`src/common/aluPkg.sv`:
```
package aluPkg;

	// Width of the short instruction argument fields.
	localparam int argWidth = 4;

	// Operation codes. The two codes without a name pass A through.
	typedef enum logic [3:0] {
		opAdd   = 4'h0, // A plus B.
		opAdc   = 4'h1, // A plus B plus the latched carry.
		opSub   = 4'h2, // A minus B.
		opSbc   = 4'h3, // A minus B minus the latched borrow.
		opAnd   = 4'h4,
		opOr    = 4'h5,
		opXor   = 4'h6,
		opNot   = 4'h7, // Inverts A.
		opShl   = 4'h8, // Shift left by one, zero fill.
		opShr   = 4'h9, // Logical shift right by one.
		opAsr   = 4'ha, // Arithmetic shift right, the sign bit is kept.
		opRol   = 4'hb,
		opRor   = 4'hc,
		opPassB = 4'hd
	} aluOp_t;

	// Where the A operand comes from.
	typedef enum logic [1:0] {
		srcARegA = 2'b00, // Data input A.
		srcAArg  = 2'b01, // Argument A, zero-extended.
		srcAZero = 2'b10,
		srcAOnes = 2'b11
	} srcA_t;

	// Where the B operand comes from. Codes above srcBZero also give zero.
	typedef enum logic [2:0] {
		srcBRegB = 3'b000, // Data input B.
		srcBArg  = 3'b001, // Argument B, zero-extended.
		srcBOne  = 3'b010,
		srcBIncr = 3'b011, // Load/store increment from the increment field.
		srcBZero = 3'b100
	} srcB_t;

	// Condition codes as held in the latch.
	// Parity is set when the result holds an odd number of ones.
	typedef struct packed {
		logic zero;
		logic carry;
		logic sign;
		logic parity;
	} ccFlags_t;

	// Control word that travels down the pipeline with its operands.
	typedef struct packed {
		aluOp_t op;
		logic   ccLoad;
	} aluCtrl_t;

endpackage

```
`src/fullAlu/operandSelect.sv`:
```
`timescale 1ns/10ps

// First pipeline stage.
// Picks the A and B operands from their sources and registers them together
// with the operation and the flag load strobe.
module operandSelect #(
	parameter int dataWidth = 16
) (
	input  logic                        CLK,
	input  logic                        arstN,
	input  logic [dataWidth-1:0]        aluADin,
	input  logic [dataWidth-1:0]        aluBDin,
	input  aluPkg::srcA_t               srcA,
	input  aluPkg::srcB_t               srcB,
	input  logic [aluPkg::argWidth-1:0] argA,
	input  logic [aluPkg::argWidth-1:0] argB,
	input  logic [1:0]                  ldsIncF,
	input  aluPkg::aluOp_t              aluOp,
	input  logic                        ccLoad,
	output logic [dataWidth-1:0]        opA,
	output logic [dataWidth-1:0]        opB,
	output aluPkg::aluCtrl_t            ctrlS1
);
	import aluPkg::*;

	logic [dataWidth-1:0] incr;
	logic [dataWidth-1:0] nextA;
	logic [dataWidth-1:0] nextB;

	// Increment used by loads and stores that walk the stack.
	always_comb begin
		case (ldsIncF)
			2'b00:   incr = '0;
			2'b01:   incr = dataWidth'(1);
			2'b10:   incr = dataWidth'(2);
			default: incr = '1; // All ones, so the pointer steps down by one.
		endcase
	end

	always_comb begin
		case (srcA)
			srcARegA: nextA = aluADin;
			srcAArg:  nextA = {{(dataWidth-argWidth){1'b0}}, argA};
			srcAZero: nextA = '0;
			srcAOnes: nextA = '1;
			default:  nextA = '0;
		endcase
	end

	always_comb begin
		case (srcB)
			srcBRegB: nextB = aluBDin;
			srcBArg:  nextB = {{(dataWidth-argWidth){1'b0}}, argB};
			srcBOne:  nextB = dataWidth'(1);
			srcBIncr: nextB = incr;
			srcBZero: nextB = '0;
			default:  nextB = '0; // Spare codes read as zero.
		endcase
	end

	always_ff @(posedge CLK or negedge arstN) begin
		if (!arstN) begin
			opA    <= '0;
			opB    <= '0;
			ctrlS1 <= '0; // Clears ccLoad so nothing reaches the flags.
		end else begin
			opA    <= nextA;
			opB    <= nextB;
			ctrlS1 <= aluCtrl_t'{op: aluOp, ccLoad: ccLoad};
		end
	end

	// Selects and the increment field must be driven to known levels
	// whenever the pipeline is running.
	selKnown: assert property (@(posedge CLK) disable iff (!arstN)
		!$isunknown({srcA, srcB, ldsIncF}))
		else $error("operandSelect: unknown source select or increment field");

endmodule

```
`src/fullAlu/aluExecute.sv`:
```
`timescale 1ns/10ps

// Second pipeline stage.
// Computes the result and the candidate condition codes from the registered
// operands. The result is registered, the flags go on to the latch.
module aluExecute #(
	parameter int dataWidth = 16
) (
	input  logic                 CLK,
	input  logic                 arstN,
	input  logic [dataWidth-1:0] opA,
	input  logic [dataWidth-1:0] opB,
	input  aluPkg::aluCtrl_t     ctrlS1,
	input  logic                 carryIn,
	output logic [dataWidth-1:0] aluR,
	output aluPkg::ccFlags_t     nextFlags,
	output logic                 ccLoadS2
);
	import aluPkg::*;

	logic                 isSub;
	logic                 addCin;
	logic [dataWidth-1:0] addB;
	logic [dataWidth:0]   addSum;
	logic [dataWidth-1:0] result;
	logic                 carryOut;

	// One adder serves add and subtract. Subtract adds the inverted B with a
	// carry in of one, so the adder's carry out is the inverse of a borrow.
	always_comb begin
		isSub = (ctrlS1.op == opSub) || (ctrlS1.op == opSbc);
		addB  = isSub ? ~opB : opB;
		case (ctrlS1.op)
			opAdc:   addCin = carryIn;
			opSub:   addCin = 1'b1;
			opSbc:   addCin = ~carryIn; // A pending borrow takes one more away.
			default: addCin = 1'b0;
		endcase
		addSum = {1'b0, opA} + {1'b0, addB} + {{dataWidth{1'b0}}, addCin};
	end

	always_comb begin
		result   = opA;
		carryOut = 1'b0; // Logic and pass operations leave carry clear.
		case (ctrlS1.op)
			opAdd, opAdc: begin
				result   = addSum[dataWidth-1:0];
				carryOut = addSum[dataWidth];
			end
			opSub, opSbc: begin
				result   = addSum[dataWidth-1:0];
				carryOut = ~addSum[dataWidth]; // Set when a borrow occurred.
			end
			opAnd: result = opA & opB;
			opOr:  result = opA | opB;
			opXor: result = opA ^ opB;
			opNot: result = ~opA;
			opShl: begin
				result   = {opA[dataWidth-2:0], 1'b0};
				carryOut = opA[dataWidth-1];
			end
			opShr: begin
				result   = {1'b0, opA[dataWidth-1:1]};
				carryOut = opA[0];
			end
			opAsr: begin
				result   = {opA[dataWidth-1], opA[dataWidth-1:1]};
				carryOut = opA[0];
			end
			opRol: begin
				result   = {opA[dataWidth-2:0], opA[dataWidth-1]};
				carryOut = opA[dataWidth-1];
			end
			opRor: begin
				result   = {opA[0], opA[dataWidth-1:1]};
				carryOut = opA[0];
			end
			opPassB: result = opB;
			default: result = opA;
		endcase
	end

	// Candidate flags come straight from the unregistered result.
	assign nextFlags = ccFlags_t'{
		zero:   (result == '0),
		carry:  carryOut,
		sign:   result[dataWidth-1],
		parity: ^result
	};

	assign ccLoadS2 = ctrlS1.ccLoad;

	always_ff @(posedge CLK or negedge arstN) begin
		if (!arstN) begin
			aluR <= '0;
		end else begin
			aluR <= result;
		end
	end

	// Subtract and exclusive-or give a zero result exactly when the operands
	// are equal, so the zero flag must follow operand equality for them.
	zeroOnEqual: assert property (@(posedge CLK) disable iff (!arstN)
		((ctrlS1.op == opSub) || (ctrlS1.op == opXor)) |-> (nextFlags.zero == (opA == opB)))
		else $error("aluExecute: zero flag disagrees with operand equality");

endmodule

```
`src/fullAlu/condCodeLatch.sv`:
```
`timescale 1ns/10ps

// Condition-code register.
// Loads all four flags at once, but only on the strobe that came down the
// pipeline with the operation that produced them.
module condCodeLatch (
	input  logic             CLK,
	input  logic             arstN,
	input  aluPkg::ccFlags_t nextFlags,
	input  logic             ccLoadS2,
	output aluPkg::ccFlags_t flags
);

	always_ff @(posedge CLK or negedge arstN) begin
		if (!arstN) begin
			flags <= '0;
		end else if (ccLoadS2) begin
			flags <= nextFlags; // Carry feeds back to the next ADC or SBC.
		end
	end

	// Without a strobe the stored flags must ride through the next cycle.
	flagsHold: assert property (@(posedge CLK) disable iff (!arstN)
		!ccLoadS2 |=> $stable(flags))
		else $error("condCodeLatch: flags changed without a load strobe");

endmodule

```
`src/fullAlu/fullAlu.sv`:
```
`timescale 1ns/10ps

// Pipelined ALU of the stack machine.
// Operand selection, execution and the condition-code latch, two edges from
// input to result.
module fullAlu #(
	parameter int dataWidth = 16
) (
	input  logic                        CLK,
	input  logic                        arstN,
	input  logic [dataWidth-1:0]        aluADin,
	input  logic [dataWidth-1:0]        aluBDin,
	input  aluPkg::aluOp_t              aluOp,
	input  aluPkg::srcA_t               srcA,
	input  aluPkg::srcB_t               srcB,
	input  logic [aluPkg::argWidth-1:0] argA,
	input  logic [aluPkg::argWidth-1:0] argB,
	input  logic [1:0]                  ldsIncF,
	input  logic                        ccLoad,
	output logic [dataWidth-1:0]        aluR,
	output logic [dataWidth-1:0]        aluAData,
	output logic [dataWidth-1:0]        aluBData,
	output logic                        ccZero,
	output logic                        ccCarry,
	output logic                        ccSign,
	output logic                        ccParity
);
	import aluPkg::*;

	aluCtrl_t ctrlS1;
	ccFlags_t nextFlags;
	ccFlags_t flags;
	logic     ccLoadS2;

	// The staged operands are also visible at the top.
	operandSelect #(.dataWidth(dataWidth)) operandSelectInst (
		.CLK     (CLK),
		.arstN   (arstN),
		.aluADin (aluADin),
		.aluBDin (aluBDin),
		.srcA    (srcA),
		.srcB    (srcB),
		.argA    (argA),
		.argB    (argB),
		.ldsIncF (ldsIncF),
		.aluOp   (aluOp),
		.ccLoad  (ccLoad),
		.opA     (aluAData),
		.opB     (aluBData),
		.ctrlS1  (ctrlS1)
	);

	aluExecute #(.dataWidth(dataWidth)) aluExecuteInst (
		.CLK       (CLK),
		.arstN     (arstN),
		.opA       (aluAData),
		.opB       (aluBData),
		.ctrlS1    (ctrlS1),
		.carryIn   (flags.carry),
		.aluR      (aluR),
		.nextFlags (nextFlags),
		.ccLoadS2  (ccLoadS2)
	);

	condCodeLatch condCodeLatchInst (
		.CLK       (CLK),
		.arstN     (arstN),
		.nextFlags (nextFlags),
		.ccLoadS2  (ccLoadS2),
		.flags     (flags)
	);

	assign ccZero   = flags.zero;
	assign ccCarry  = flags.carry;
	assign ccSign   = flags.sign;
	assign ccParity = flags.parity;

endmodule

```
`config.mk`:
```
export PLATFORM = sky130hd
export DESIGN_NAME = fullAlu
export DESIGN_NICKNAME = d
export VERILOG_FILES = /design/src/common/aluPkg.sv /design/src/fullAlu/operandSelect.sv /design/src/fullAlu/aluExecute.sv /design/src/fullAlu/condCodeLatch.sv /design/src/fullAlu/fullAlu.sv
export SDC_FILE = /design/constraint.sdc
export NUM_CORES = 1
export LEC_CHECK = 0
export BUFFER_PORTS_ARGS = -buffer_cell sky130_fd_sc_hd__buf_2
export CAP_MARGIN = 40
export CORE_UTILIZATION = 55
export CTS_BUF_LIST = sky130_fd_sc_hd__clkbuf_8 sky130_fd_sc_hd__clkbuf_16
export CTS_CLUSTER_DIAMETER = 100
export DETAILED_ROUTE_END_ITERATION = 12
export PLACE_DENSITY = 0.81
export SYNTH_ARGS = -nofsm -noshare
export SYNTH_HDL_FRONTEND = slang
export SYNTH_SLANG_ARGS = --single-unit
```
`constraint.sdc`:
```
create_clock -name CLK -period 9.1 [get_ports CLK]
set_input_delay 1.365 -clock CLK [delete_from_list [all_inputs] [get_ports CLK]]
set_output_delay 1.365 -clock CLK [all_outputs]
set_load 0.1 [all_outputs]
```
After elaboration in Yosys (flattened, before gate mapping)
Cells that the tools add are included.
{ "classes": {"n_bitwise": 7, "n_reduce_logical": 12, "n_eq_ne": 21, "mux": 7, "n_addsub": 2} }
{ "ops": {"columns": ["cell", "count"], "rows": [
  ["16-bit case mux with 11 select lines", 1],
  ["16-bit case mux with 4 select lines", 2],
  ["16-bit case mux with 3 select lines", 1],
  ["16-bit inverter", 2],
  ["4-bit == test, second input constant", 6],
  ["16-bit by 16-bit adder with 17-bit output", 1],
  ["17-bit by 1-bit adder with 17-bit output", 1],
  ["16-bit bitwise AND", 1],
  ["4-bit by 3-bit == test with 1-bit output, second input constant", 4],
  ["16-bit zero test", 1],
  ["16-bit two-way mux", 1],
  ["16-bit OR", 1],
  ["16-bit XOR reduction", 1],
  ["16-bit bitwise XOR", 1],
  ["4-bit by 2-bit == test with 1-bit output, second input constant", 2],
  ["2-bit == test, second input constant", 3],
  ["3-bit by 2-bit == test with 1-bit output, second input constant", 2],
  ["2-bit OR reduction", 3],
  ["2-bit by 1-bit == test with 1-bit output, second input constant", 2],
  ["4-bit by 1-bit == test with 1-bit output, second input constant", 1],
  ["2-bit zero test", 2],
  ["4-bit zero test", 1],
  ["1-bit case mux with 4 select lines", 1],
  ["4-bit OR reduction", 1],
  ["6 further kinds", 7]
]} }
{ "totals": {"out_inout_bits": 52, "input_bits": 54, "elab_cells": 58, "register_bits": 57} }

Depth between registers and ports, before layout
Gate-level depths: netlist (run 1).
{ "logic_depth": {"word_depth": 7, "mapped_depth": 20, "mapped_depth_nobuf": 16} }

By module
A second synthesis (run 1) with hierarchy kept.
{ "unflattened": {"cells_unflattened": 585, "area_unflattened_um2": 5273.8} }
{ "modules_own_cells": {"columns": ["module", "area_each_um2", "seq_area_each_um2", "instances", "cells_each"], "rows": [
  ["aluExecute", 3647.2, 400.4, 1, 485],
  ["operandSelect", 1481.4, 925.9, 1, 92],
  ["condCodeLatch", 145.1, 100.1, 1, 8]
]} }

Least setup slack after synthesis (run 1)
No wires, ideal clock.
{ "synth_timing": {"kind": "register to register", "from": "register operandSelectInst.ctrlS1[2] (netlist name)", "to": "register condCodeLatchInst.flags[0] (netlist name)", "path_stages_with_launch": 21, "required_time_ps": 8965, "path_slack_ps": 4567, "setup_time_ps": 135, "arrival_ps": 4397, "n_path_buf": 5, "period_less_slack_ps": 4533, "path_cell_list": "dfrtp_1 -> buf_2 -> buf_2 -> buf_2 -> and2_1 -> buf_2 -> buf_2 -> xnor2_1 -> fa_1 -> fa_1 -> a21o_1 -> a221oi_1 -> o21ai_0 -> xor2_1 -> nand2_1 -> a22o_1 -> ha_1 -> xnor2_1 -> xnor2_1 -> xnor2_1 -> a21oi_1"} }
{ "synth_via": {"elab_chain_cells": 7, "elab_cells_between_ends": 22, "classes_between": "2 x add/sub; 13 x eq/ne; 3 x mux; 4 x reduce/logical"} }
{ "synth_rtl": {"columns": ["item", "line_no", "text"], "rows": [
  ["4-bit by 2-bit == test with 1-bit output", "aluExecute.sv:31, aluExecute.sv:33, aluExecute.sv:45", null],
  ["1-bit logical OR", "aluExecute.sv:31", "isSub = (ctrlS1.op == opSub) || (ctrlS1.op == opSbc);"],
  ["16-bit two-way mux", "aluExecute.sv:32", "addB = isSub ? ~opB : opB;"],
  ["16-bit by 16-bit adder with 17-bit output", "aluExecute.sv:39", "addSum = {1'b0, opA} + {1'b0, addB} + {{dataWidth{1'b0}}, addCin};"],
  ["17-bit by 1-bit adder with 17-bit output", "aluExecute.sv:39", null],
  ["16-bit case mux with 11 select lines (*)", "aluExecute.sv:45", "case (ctrlS1.op)"],
  ["16-bit XOR reduction (*)", "aluExecute.sv:88", "parity: ^result"]
]} }
Every way passes the cells marked *; elsewhere a longest branch is shown, timed or not.
A chain may end at the register's enable or synchronous reset.

Final worst setup path (run 1)
{ "layout_timing": {"from": "register operandSelectInst.ctrlS1[4] (netlist name)", "to": "register condCodeLatchInst.flags[0] (netlist name)"} }
{ "layout_via": {"elab_chain_cells": 7, "elab_cells_between_ends": 22, "classes_between": "2 x add/sub; 13 x eq/ne; 3 x mux; 4 x reduce/logical"} }
{ "layout_rtl": {"columns": ["item", "line_no"], "rows": [
  ["4-bit by 2-bit == test with 1-bit output", "aluExecute.sv:31, aluExecute.sv:33, aluExecute.sv:45"],
  ["1-bit logical OR", "aluExecute.sv:31"],
  ["16-bit two-way mux", "aluExecute.sv:32"],
  ["16-bit by 16-bit adder with 17-bit output", "aluExecute.sv:39"],
  ["17-bit by 1-bit adder with 17-bit output", "aluExecute.sv:39"],
  ["16-bit case mux with 11 select lines (*)", "aluExecute.sv:45"],
  ["16-bit XOR reduction (*)", "aluExecute.sv:88"]
]} }
Marked as above.

==> run summary, run 1 <==
Avg Inst Size Synth: 8.94 µm²
fin crit share: 60.6%
Post-synth top flop: dfrtp_1
initial DRC count: 429
sw frac: 47.8%
critical-path maximum fanout: 31
number of global-route vias before repair: 4,302
Pre-antenna DRT Iters: 7
# fillers: 708
die height: 95.5 µm
commonest non-fill, non-tap cell in the layout: buf_2
startpoint types: flop
Sw Pwr: 475 µW
outcome: complete, no violations
leakage: 2.91 nW
Mapped Area: 0.00481 mm²
worst-skew pair later-pin latency: 0.34 ns
routed vias/inst: 6.27
worst hold margin: 0.503 ns
die width: 95.5 µm
Ys Warns: 0
footprint of the multi-input gates: 0.00311 mm²
number of synthesized flops with an enable pin: 0
share of cells above drive strength 1: 22.5%
Area growth syn-to-layout: 16.2%
Comb pwr share: 47.5%
largest net degree at the start of global routing: 58
Fmax: 0.181 GHz
Syn Inst Count: 538
count of different cell masters after synthesis: 62
nets: 745
CTS buffer count: 9
max_cap viols: 0
post-route insts no fill: 744
CTS Hold Bufs: 0
register area share after synthesis: 29.6%
RSZ-0062 raised after global routing: no
final wirelength: 14,700 µm
CTS H-tree lvls: 3
core area: 0.00834 mm²
post-DP HPWL: 11,000 µm
wire per inst: 19.8 µm
Routed Antenna Nets: 0
fin. max-slew vios: 0
Root Driver: clkbuf_8
first-pass GRT wire length: 22,300 µm
Slew @ Worst Pin: 0.947 ns
clock network power share: 21.6%
postcts setup bufs: 0
Antenna Cells: 0
ys async rst share: 100%
row count: 33
top-area cell type share of the netlist area: 29.6%
PwrDens: 178 mW/mm²
Power Internal: 519 µW
io pins: 106
DIE AREA: 0.00913 mm²
GRT Util Overall: 32.7%
Synth area leader: dfrtp_1
Mapped Nets: 649
Period minus WS final: 5.51 ns
initial antenna violation count: 0
gpl congestion: 0.904
CTS Sinks: 57
dominant cells by area after synthesis: dfrtp_1 (30%), ha_1 (14%), xnor2_1 (5.3%), a21o_1 (4.7%), mux2i_1 (3.3%)
Hold Path Class: flop to flop
total gr overflow: 0
synthesized flop and latch total: 57
commonest cells after routing, fill and taps aside: buf_2 (106), dfrtp_1 (57), ha_1 (55), inv_1 (43), nand2_1 (42)
CTS tree: yes
FF+latch area: 0.00143 mm²
placed cell count: 727
post-CTS sizing: 0
Clock transition at path regs: 0.07 ns
worst-case clock buffer depth: 2
Worst setup EP type: flop
Sequential Power Share: 30.9%
Data arrival, critical path: 5.72 ns
Initial Utilization: 57.7%
clk_skew: 0.0128 ns
Worst slew margin: 36.9%
vias post-DR: 4,666
Remaining DRCs: 0
WS Path Type: flop to flop
port bufs: 105
VDD IR max: 0.0991 mV
final hold violation count: 0
final setup fails: 0
setup tns final: 0 ns
critical path required time: 9.31 ns
-- sequential cells by signal (all words and copies together) (netlist names) --
register and count:
operandSelectInst.opA 16, operandSelectInst.opB 16, aluExecuteInst.aluR 16, operandSelectInst.ctrlS1 5, condCodeLatchInst.flags 4
-- cell usage after synthesis, drive strengths merged, types with 8 or more instances --
master	instances
dfrtp	57
ha	55
inv	42
nand2	42
a21o	30
xnor2	29
o21ai	25
nor2	24
a21oi	23
a22oi	17
clkbuf	17
mux2i	16
buf	12
nor3	11
o22ai	10
nand3	8
-- power groups by stage --
stage               combinational, mW  sequential, mW  clock, mW
floorplan                       0.196           0.478          0
global placement                0.459           0.310          0
detailed placement              0.466           0.311          0
CTS                             0.468           0.306      0.217
global route                    0.500           0.311      0.229
finish                          0.472           0.307      0.215
-- path summary, 6_finish.rpt --
check	slack (ns)	to	cells after the start	from
max	3.59	condCodeLatchInst.flags[0]	18	operandSelectInst.ctrlS1[4]
min	0.50	condCodeLatchInst.flags[3]	1	condCodeLatchInst.flags[3]
max reg2reg	3.59	condCodeLatchInst.flags[0]	18	operandSelectInst.ctrlS1[4]
min reg2reg	0.50	condCodeLatchInst.flags[3]	1	condCodeLatchInst.flags[3]
max in group asynchronous	7.45	operandSelectInst.opA[0]	2	arstN
min in group asynchronous	1.16	aluExecuteInst.aluR[15]	2	arstN
-- critical path: stages, from the launching register on --
cell      delay, ns
dfrtp_1        0.97
nor2_1         0.27
buf_4          0.26
and2_1         0.29
buf_8          0.21
xnor2_1        0.14
fa_1           0.42
fa_1           0.46
a21o_1         0.22
a221oi_1       0.51
o21ai_0        0.28
xor2_1         0.18
nand2_1        0.08
a22o_1         0.21
ha_1           0.31
xnor2_1        0.19
xnor2_1        0.16
xnor2_1        0.14
a21oi_1        0.08
-- kinds of logic (layout without fill, tap and decap cells) --
logic type,count (synthesis),in the layout,synth area share (%)
compound gates,175,175,26.5
simple gates,125,125,12.6
buf+inv,71,172,5.82
fa+ha+maj,57,57,15.1
flops,57,57,29.6
xor+xnor,32,32,5.82
mux,21,21,4.50
-- routing by layer --
layer	up-vias	GRT usage, %	part of all wire (%)
met3	49	6.06	9.4
met1	2180	44.4	42
met5	-	0	0
met2	280	52.3	46
met4	0	11.1	3.0
li1	2157	-	-
-- layout make-up --
cell class              instances  area share (%)
clock buffers                  10            2.46
clock inverters                 6           0.627
inverters                      42            2.82
multi-input cells             410            55.5
flip-flops and latches         57            25.5
well taps                     105            2.35
repair buffers                114            10.7
-- stage by stage --
| stage | power (mW) | area [µm²] | setup slack [ns] | utilization (%) |
|---|---|---|---|---|
| CTS | 0.991 | 5580 | 3.44 | 66.9 |
| global placement | 0.769 | 5380 | 3.28 | 64.6 |
| finish | 0.994 | 5590 | 3.59 | 67.0 |
| detailed placement | 0.777 | 5400 | 3.48 | 64.8 |
| global route | 1.04 | 5590 | 3.35 | 67.0 |
| floorplan | 0.674 | 4810 | 4.57 | - |
No activity file was read; power rests on OpenSTA's default activity.
==> run 2: changes to the inputs <==
- ABC_AREA: default -> 1
- CORE_UTILIZATION: 55 -> 50
- PLACE_DENSITY: 0.81 -> 0.77
- clock period: 9.1 -> 4.8 ns (I/O delays scaled with it)
==> run summary, run 2 <==
Remaining DRCs: 0
Worst slew margin: 43.9%
core area: 0.00928 mm²
list of most frequent post-synthesis cells: nand2_1 (180), inv_1 (93), dfrtp_1 (57), ha_1 (55), o21ai_0 (55)
CTS buffer count: 9
io pins: 106
outcome: complete, no violations
largest net degree at the start of global routing: 58
worst-skew pair later-pin latency: 0.36 ns
CTS Sinks: 57
VDD IR max: 0.196 mV
Sw Pwr: 893 µW
Pre-antenna DRT Iters: 6
footprint of the multi-input gates: 0.00295 mm²
final wirelength: 14,400 µm
gpl congestion: 0.991
ys async rst share: 100%
Mapped Area: 0.00482 mm²
final hold violation count: 0
die width: 100 µm
max_cap viols: 0
top-area cell type share of the netlist area: 29.6%
total gr overflow: 0
Fmax: 0.249 GHz
reg2reg start: operandSelectInst.ctrlS1[3]
WS Path Type: flop to flop
Post-synth top flop: dfrtp_1
Hold Path Class: input pin to flop
Clock transition at path regs: 0.07 ns
DIE AREA: 0.0100 mm²
Mapped Nets: 789
Ys Warns: 0
GRT Util Overall: 30.0%
initial antenna violation count: 0
Data arrival, critical path: 4.23 ns
setup tns final: 0 ns
nets: 893
PwrDens: 341 mW/mm²
Synth area leader: dfrtp_1
fin crit share: 83.5%
commonest non-fill, non-tap cell in the layout: nand2_1
register area share after synthesis: 29.6%
Area growth syn-to-layout: 17.5%
critical path required time: 5.02 ns
placed cell count: 900
Initial Utilization: 52.0%
CTS tree: yes
die height: 100 µm
Power Internal: 1.04 mW
most common cell in the netlist: nand2_1
startpoint types: flop
CTS H-tree lvls: 3
commonest cells after routing, fill and taps aside: nand2_1 (180), buf_2 (105), inv_1 (93), dfrtp_1 (57)
post-route insts no fill: 916
Slew @ Worst Pin: 0.841 ns
Antenna Cells: 0
reg-to-reg endpoint: condCodeLatchInst.flags[0]
Hold Path Cell Cnt: 1
routed vias/inst: 5.48
Largest regs: aluExecuteInst.aluR (16), operandSelectInst.opA (16), operandSelectInst.opB (16)
RSZ-0062 raised after global routing: no
R2R depth: 20
post-CTS sizing: 0
hold_sp: aluOp[0]
count of different cell masters after synthesis: 38
vias post-DR: 5,016
postcts setup bufs: 0
leakage: 3.19 nW
Avg Inst Size Synth: 7.12 µm²
clk_skew: 0.0160 ns
number of global-route vias before repair: 4,680
wire per inst: 15.7 µm
Period minus WS final: 4.01 ns
Routed Antenna Nets: 0
worst-case clock buffer depth: 2
share of cells above drive strength 1: 18.6%
Worst setup EP type: flop
sw frac: 46.1%
clock network power share: 27.4%
synthesized flop and latch total: 57
post-DP HPWL: 11,000 µm
Sequential Power Share: 29.9%
number of synthesized flops with an enable pin: 0
Comb pwr share: 42.7%
final setup fails: 0
CTS Hold Bufs: 0
# fillers: 909
setup slack, reg-to-reg: 0.79 ns
Min-Delay Endpoint: operandSelectInst.ctrlS1[1]
port bufs: 105
FF+latch area: 0.00143 mm²
Root Driver: clkbuf_8
row count: 35
initial DRC count: 323
fin. max-slew vios: 0
dominant cells by area after synthesis: dfrtp_1 (30%), ha_1 (14%), nand2_1 (14%), inv_1 (7.2%), o21ai_0 (5.7%)
first-pass GRT wire length: 23,200 µm
critical-path maximum fanout: 16
Syn Inst Count: 678
## run 2: metrics by stage
step | cell area [µm²] | setup WS, ns | power, mW | utilization (%) | hold WS [ns]
global placement | 5440 | 0.979 | 1.39 | 58.6 | 0.460
floorplan | 4820 | 0.941 | 1.23 | - | 0.424
finish | 5670 | 0.791 | 1.93 | 61.1 | 0.470
CTS | 5670 | 0.814 | 1.94 | 61.1 | 0.455
detailed placement | 5440 | 0.821 | 1.41 | 58.6 | 0.479
global route | 5670 | 0.459 | 2.03 | 61.1 | 0.453
## run 2: power by group through the flow
| stage | Sequential, mW | Clock, mW | Combinational [mW] |
|---|---|---|---|
| CTS | 0.577 | 0.543 | 0.824 |
| detailed placement | 0.587 | 0 | 0.822 |
| global placement | 0.585 | 0 | 0.810 |
| floorplan | 0.909 | 0 | 0.317 |
| global route | 0.584 | 0.559 | 0.888 |
| finish | 0.579 | 0.530 | 0.825 |
## run 2: critical path, stage by stage, from the launching register on
cell	delay [ns]
dfrtp_1	0.41
inv_1	0.08
nand2_1	0.16
inv_1	0.28
o21ai_0	0.16
a21oi_1	0.08
fa_1	0.46
fa_1	0.45
nand3_1	0.10
nand2_1	0.11
nand2_1	0.08
nand2_1	0.10
or2_2	0.29
nand3_1	0.07
nand4_1	0.15
inv_1	0.09
ha_1	0.23
xor2_1	0.15
xnor2_1	0.20
xnor2_1	0.14
o21ai_0	0.08
## run 2: layout make-up
cell class	count	share of cell area, %
clock buffer	10	2.43
clock inverter	6	1.59
inverter	96	6.35
multi-input combinational	510	52.0
sequential	57	25.2
tap	129	2.85
timing repair buffer	108	9.66
## run 2: how the worst max path moves through the flow
stage                                startpoint                    endpoint  slack [ns]  cells after the start
global placement    operandSelectInst.ctrlS1[3]  condCodeLatchInst.flags[0]        0.98                     22
floorplan            condCodeLatchInst.flags[2]  condCodeLatchInst.flags[0]        0.94                     20
global route        operandSelectInst.ctrlS1[3]  condCodeLatchInst.flags[0]        0.46                     22
CTS                 operandSelectInst.ctrlS1[3]  condCodeLatchInst.flags[0]        0.81                     20
finish              operandSelectInst.ctrlS1[3]  condCodeLatchInst.flags[0]        0.79                     20
detailed placement  operandSelectInst.ctrlS1[3]  condCodeLatchInst.flags[0]        0.82                     20
## run 2: cell families (layout without fill, tap and decap cells)
kind of cell	Yosys count	count (layout)	synth area share, %
AOI/OAI and AO/OA	132	132	15.4
xor gates and xnor gates	23	23	4.18
adders and majority gates	57	57	15.1
buffers and inverters	111	220	9.36
DFF	57	57	29.6
and+or+nand+nor	298	298	26.4
## run 2: routing by layer
| metal | GRT usage, % | vias up | part of all wire (%) |
|---|---|---|---|
| li1 | - | 2422 | - |
| met1 | 40.1 | 2312 | 44 |
| met2 | 48.3 | 248 | 46 |
| met3 | 5.08 | 34 | 7.8 |
| met4 | 12.4 | 0 | 2.5 |
| met5 | 0 | - | 0 |
==> run 3: changes to the inputs <==
- CORE_UTILIZATION: 50 -> 55
- PLACE_DENSITY: 0.77 -> 0.81
- clock period: 4.8 -> 4.2 ns (I/O delays scaled with it)
==> run summary, run 3 (synthesis gave the netlist of run 2 again) <==
R2R depth: 19
Period minus WS final: 3.74 ns
nets: 895
reg-to-reg endpoint: condCodeLatchInst.flags[0]
Routed Antenna Nets: 0
VDD IR max: 0.248 mV
number of global-route vias before repair: 4,767
setup slack, reg-to-reg: 0.46 ns
Worst slew margin: 40.9%
final wirelength: 14,600 µm
Initial Utilization: 57.8%
worst-case clock buffer depth: 2
Data arrival, critical path: 3.97 ns
wire per inst: 16.3 µm
total power: 2.08 mW
fin crit share: 89.0%
crit path to: condCodeLatchInst.flags[0]
CTS buffer count: 9
die height: 95.7 µm
slowest library cell on the worst path: fa_1
outcome: complete, no violations
largest net degree at the start of global routing: 58
die width: 95.7 µm
initial DRC count: 379
CTS Hold Bufs: 0
Worst setup EP type: flop
reg2reg start: operandSelectInst.ctrlS1[4]
Remaining DRCs: 0
postcts setup bufs: 0
CTS tree: yes
Area growth syn-to-layout: 16.1%
Clock transition at path regs: 0.08 ns
final setup fails: 0
CTS Sinks: 57
clk_skew: 0.0146 ns
cell breakdown of the critical path: inv_1, nand2_1, nor2_2, xor2_1, fa_1, fa_1, nand3_1, nand2_1, nand2_1, nand2_1, or2_2, nand3_1, nand4_1, inv_1, ha_1, xor2_1, xnor2_1, xnor2_1, o21ai_0
Hold Path Class: input pin to asynchronous set/reset pin
initial antenna violation count: 0
# fillers: 741
vias post-DR: 5,083
Fmax: 0.268 GHz
io pins: 106
critical-path maximum fanout: 4
max_cap viols: 0
Setup crit start: operandSelectInst.ctrlS1[4]
fin. max-slew vios: 0
CTS H-tree lvls: 3
final core utilization: 67.1%
GRT Util Overall: 33.7%
core area: 0.00834 mm²
setup tns final: 0 ns
RSZ-0062 raised after global routing: no
Pre-antenna DRT Iters: 6
post-CTS sizing: 0
Antenna Cells: 0
WS Path Type: flop to flop
cell mode on critical path: nand2_1
routed vias/inst: 5.69
commonest non-fill, non-tap cell in the layout: nand2_1
startpoint types: flop
post-DP HPWL: 11,200 µm
port bufs: 105
worst hold margin: 0.383 ns
row count: 33
Root Driver: clkbuf_8
total gr overflow: 0
DIE AREA: 0.00915 mm²
Slew @ Worst Pin: 0.885 ns
first-pass GRT wire length: 23,200 µm
commonest cells after routing, fill and taps aside: nand2_1 (180), buf_2 (105), inv_1 (94), dfrtp_1 (57)
Largest regs: aluExecuteInst.aluR (16), operandSelectInst.opA (16), operandSelectInst.opB (16)
share of cells above drive strength 1: 18.6%
crit-path max cell delay: 0.45 ns
gpl congestion: 1.01
final hold violation count: 0
leakage: 3.18 nW
critical path required time: 4.44 ns
worst-skew pair later-pin latency: 0.35 ns
PwrDens: 371 mW/mm²
-- run 3: cell count changes in the layout (fill, tap and decap cells not counted), sizes merged --
| cell | before | now |
|---|---|---|
| buf | 108 | 110 |
| clkinv | 2 | 4 |
| bufinv | 2 | 0 |
-- run 3: cell type report --
cell class / instances / area, µm² / share of cell area [%]
Multi-Input combinational cell: 510 / 2950 / 52.6
Sequential cell: 57 / 1430 / 25.5
Timing Repair Buffer: 110 / 563 / 10.1
Inverter: 96 / 360 / 6.43
Clock buffer: 10 / 138 / 2.46
Tap cell: 105 / 131 / 2.35
Clock inverter: 6 / 35.0 / 0.626
-- run 3: worst max-delay path: cells and delay by family, from the launching register on --
kind / cells / cell delay (ns)
adders and majority gates: 3 / 1.12
and+or+nand+nor: 9 / 1.27
buffers and inverters: 2 / 0.21
xor gates and xnor gates: 4 / 0.57
AOI/OAI and AO/OA: 1 / 0.08
DFF: 1 / 0.39
-- run 3: metal layers --
layer	vias up	routed length [µm]	global-route usage, %
met5	-	0	0
met4	0	316	12.2
met3	31	1310	5.58
met2	294	6720	55.4
met1	2333	6260	44.3
li1	2425	-	-
-- run 3: report_power, final --
part,total (mW),internal (mW),switching [mW]
clock network,0.470,0.226,0.245
logic,0.941,0.237,0.705
registers,0.664,0.603,0.0612
total,2.08,1.07,1.01
-- run 3: per-stage QoR --
step                std cells  cell area, µm²  setup WS, ns
floorplan                 678            4820         0.341
global placement          878            5430         0.611
detailed placement        878            5430         0.505
CTS                       894            5600         0.503
global route              894            5600        0.0891
finish                    894            5600         0.464
-- run 3: worst min path at each step --
stage,from,to,slack [ns]
floorplan,arstN,aluExecuteInst.aluR[0],0.33
global placement,condCodeLatchInst.flags[1],condCodeLatchInst.flags[1],0.46
detailed placement,condCodeLatchInst.flags[0],condCodeLatchInst.flags[0],0.47
CTS,aluOp[0],operandSelectInst.ctrlS1[1],0.40
global route,aluOp[2],operandSelectInst.ctrlS1[3],0.40
finish,arstN,aluExecuteInst.aluR[1],0.38
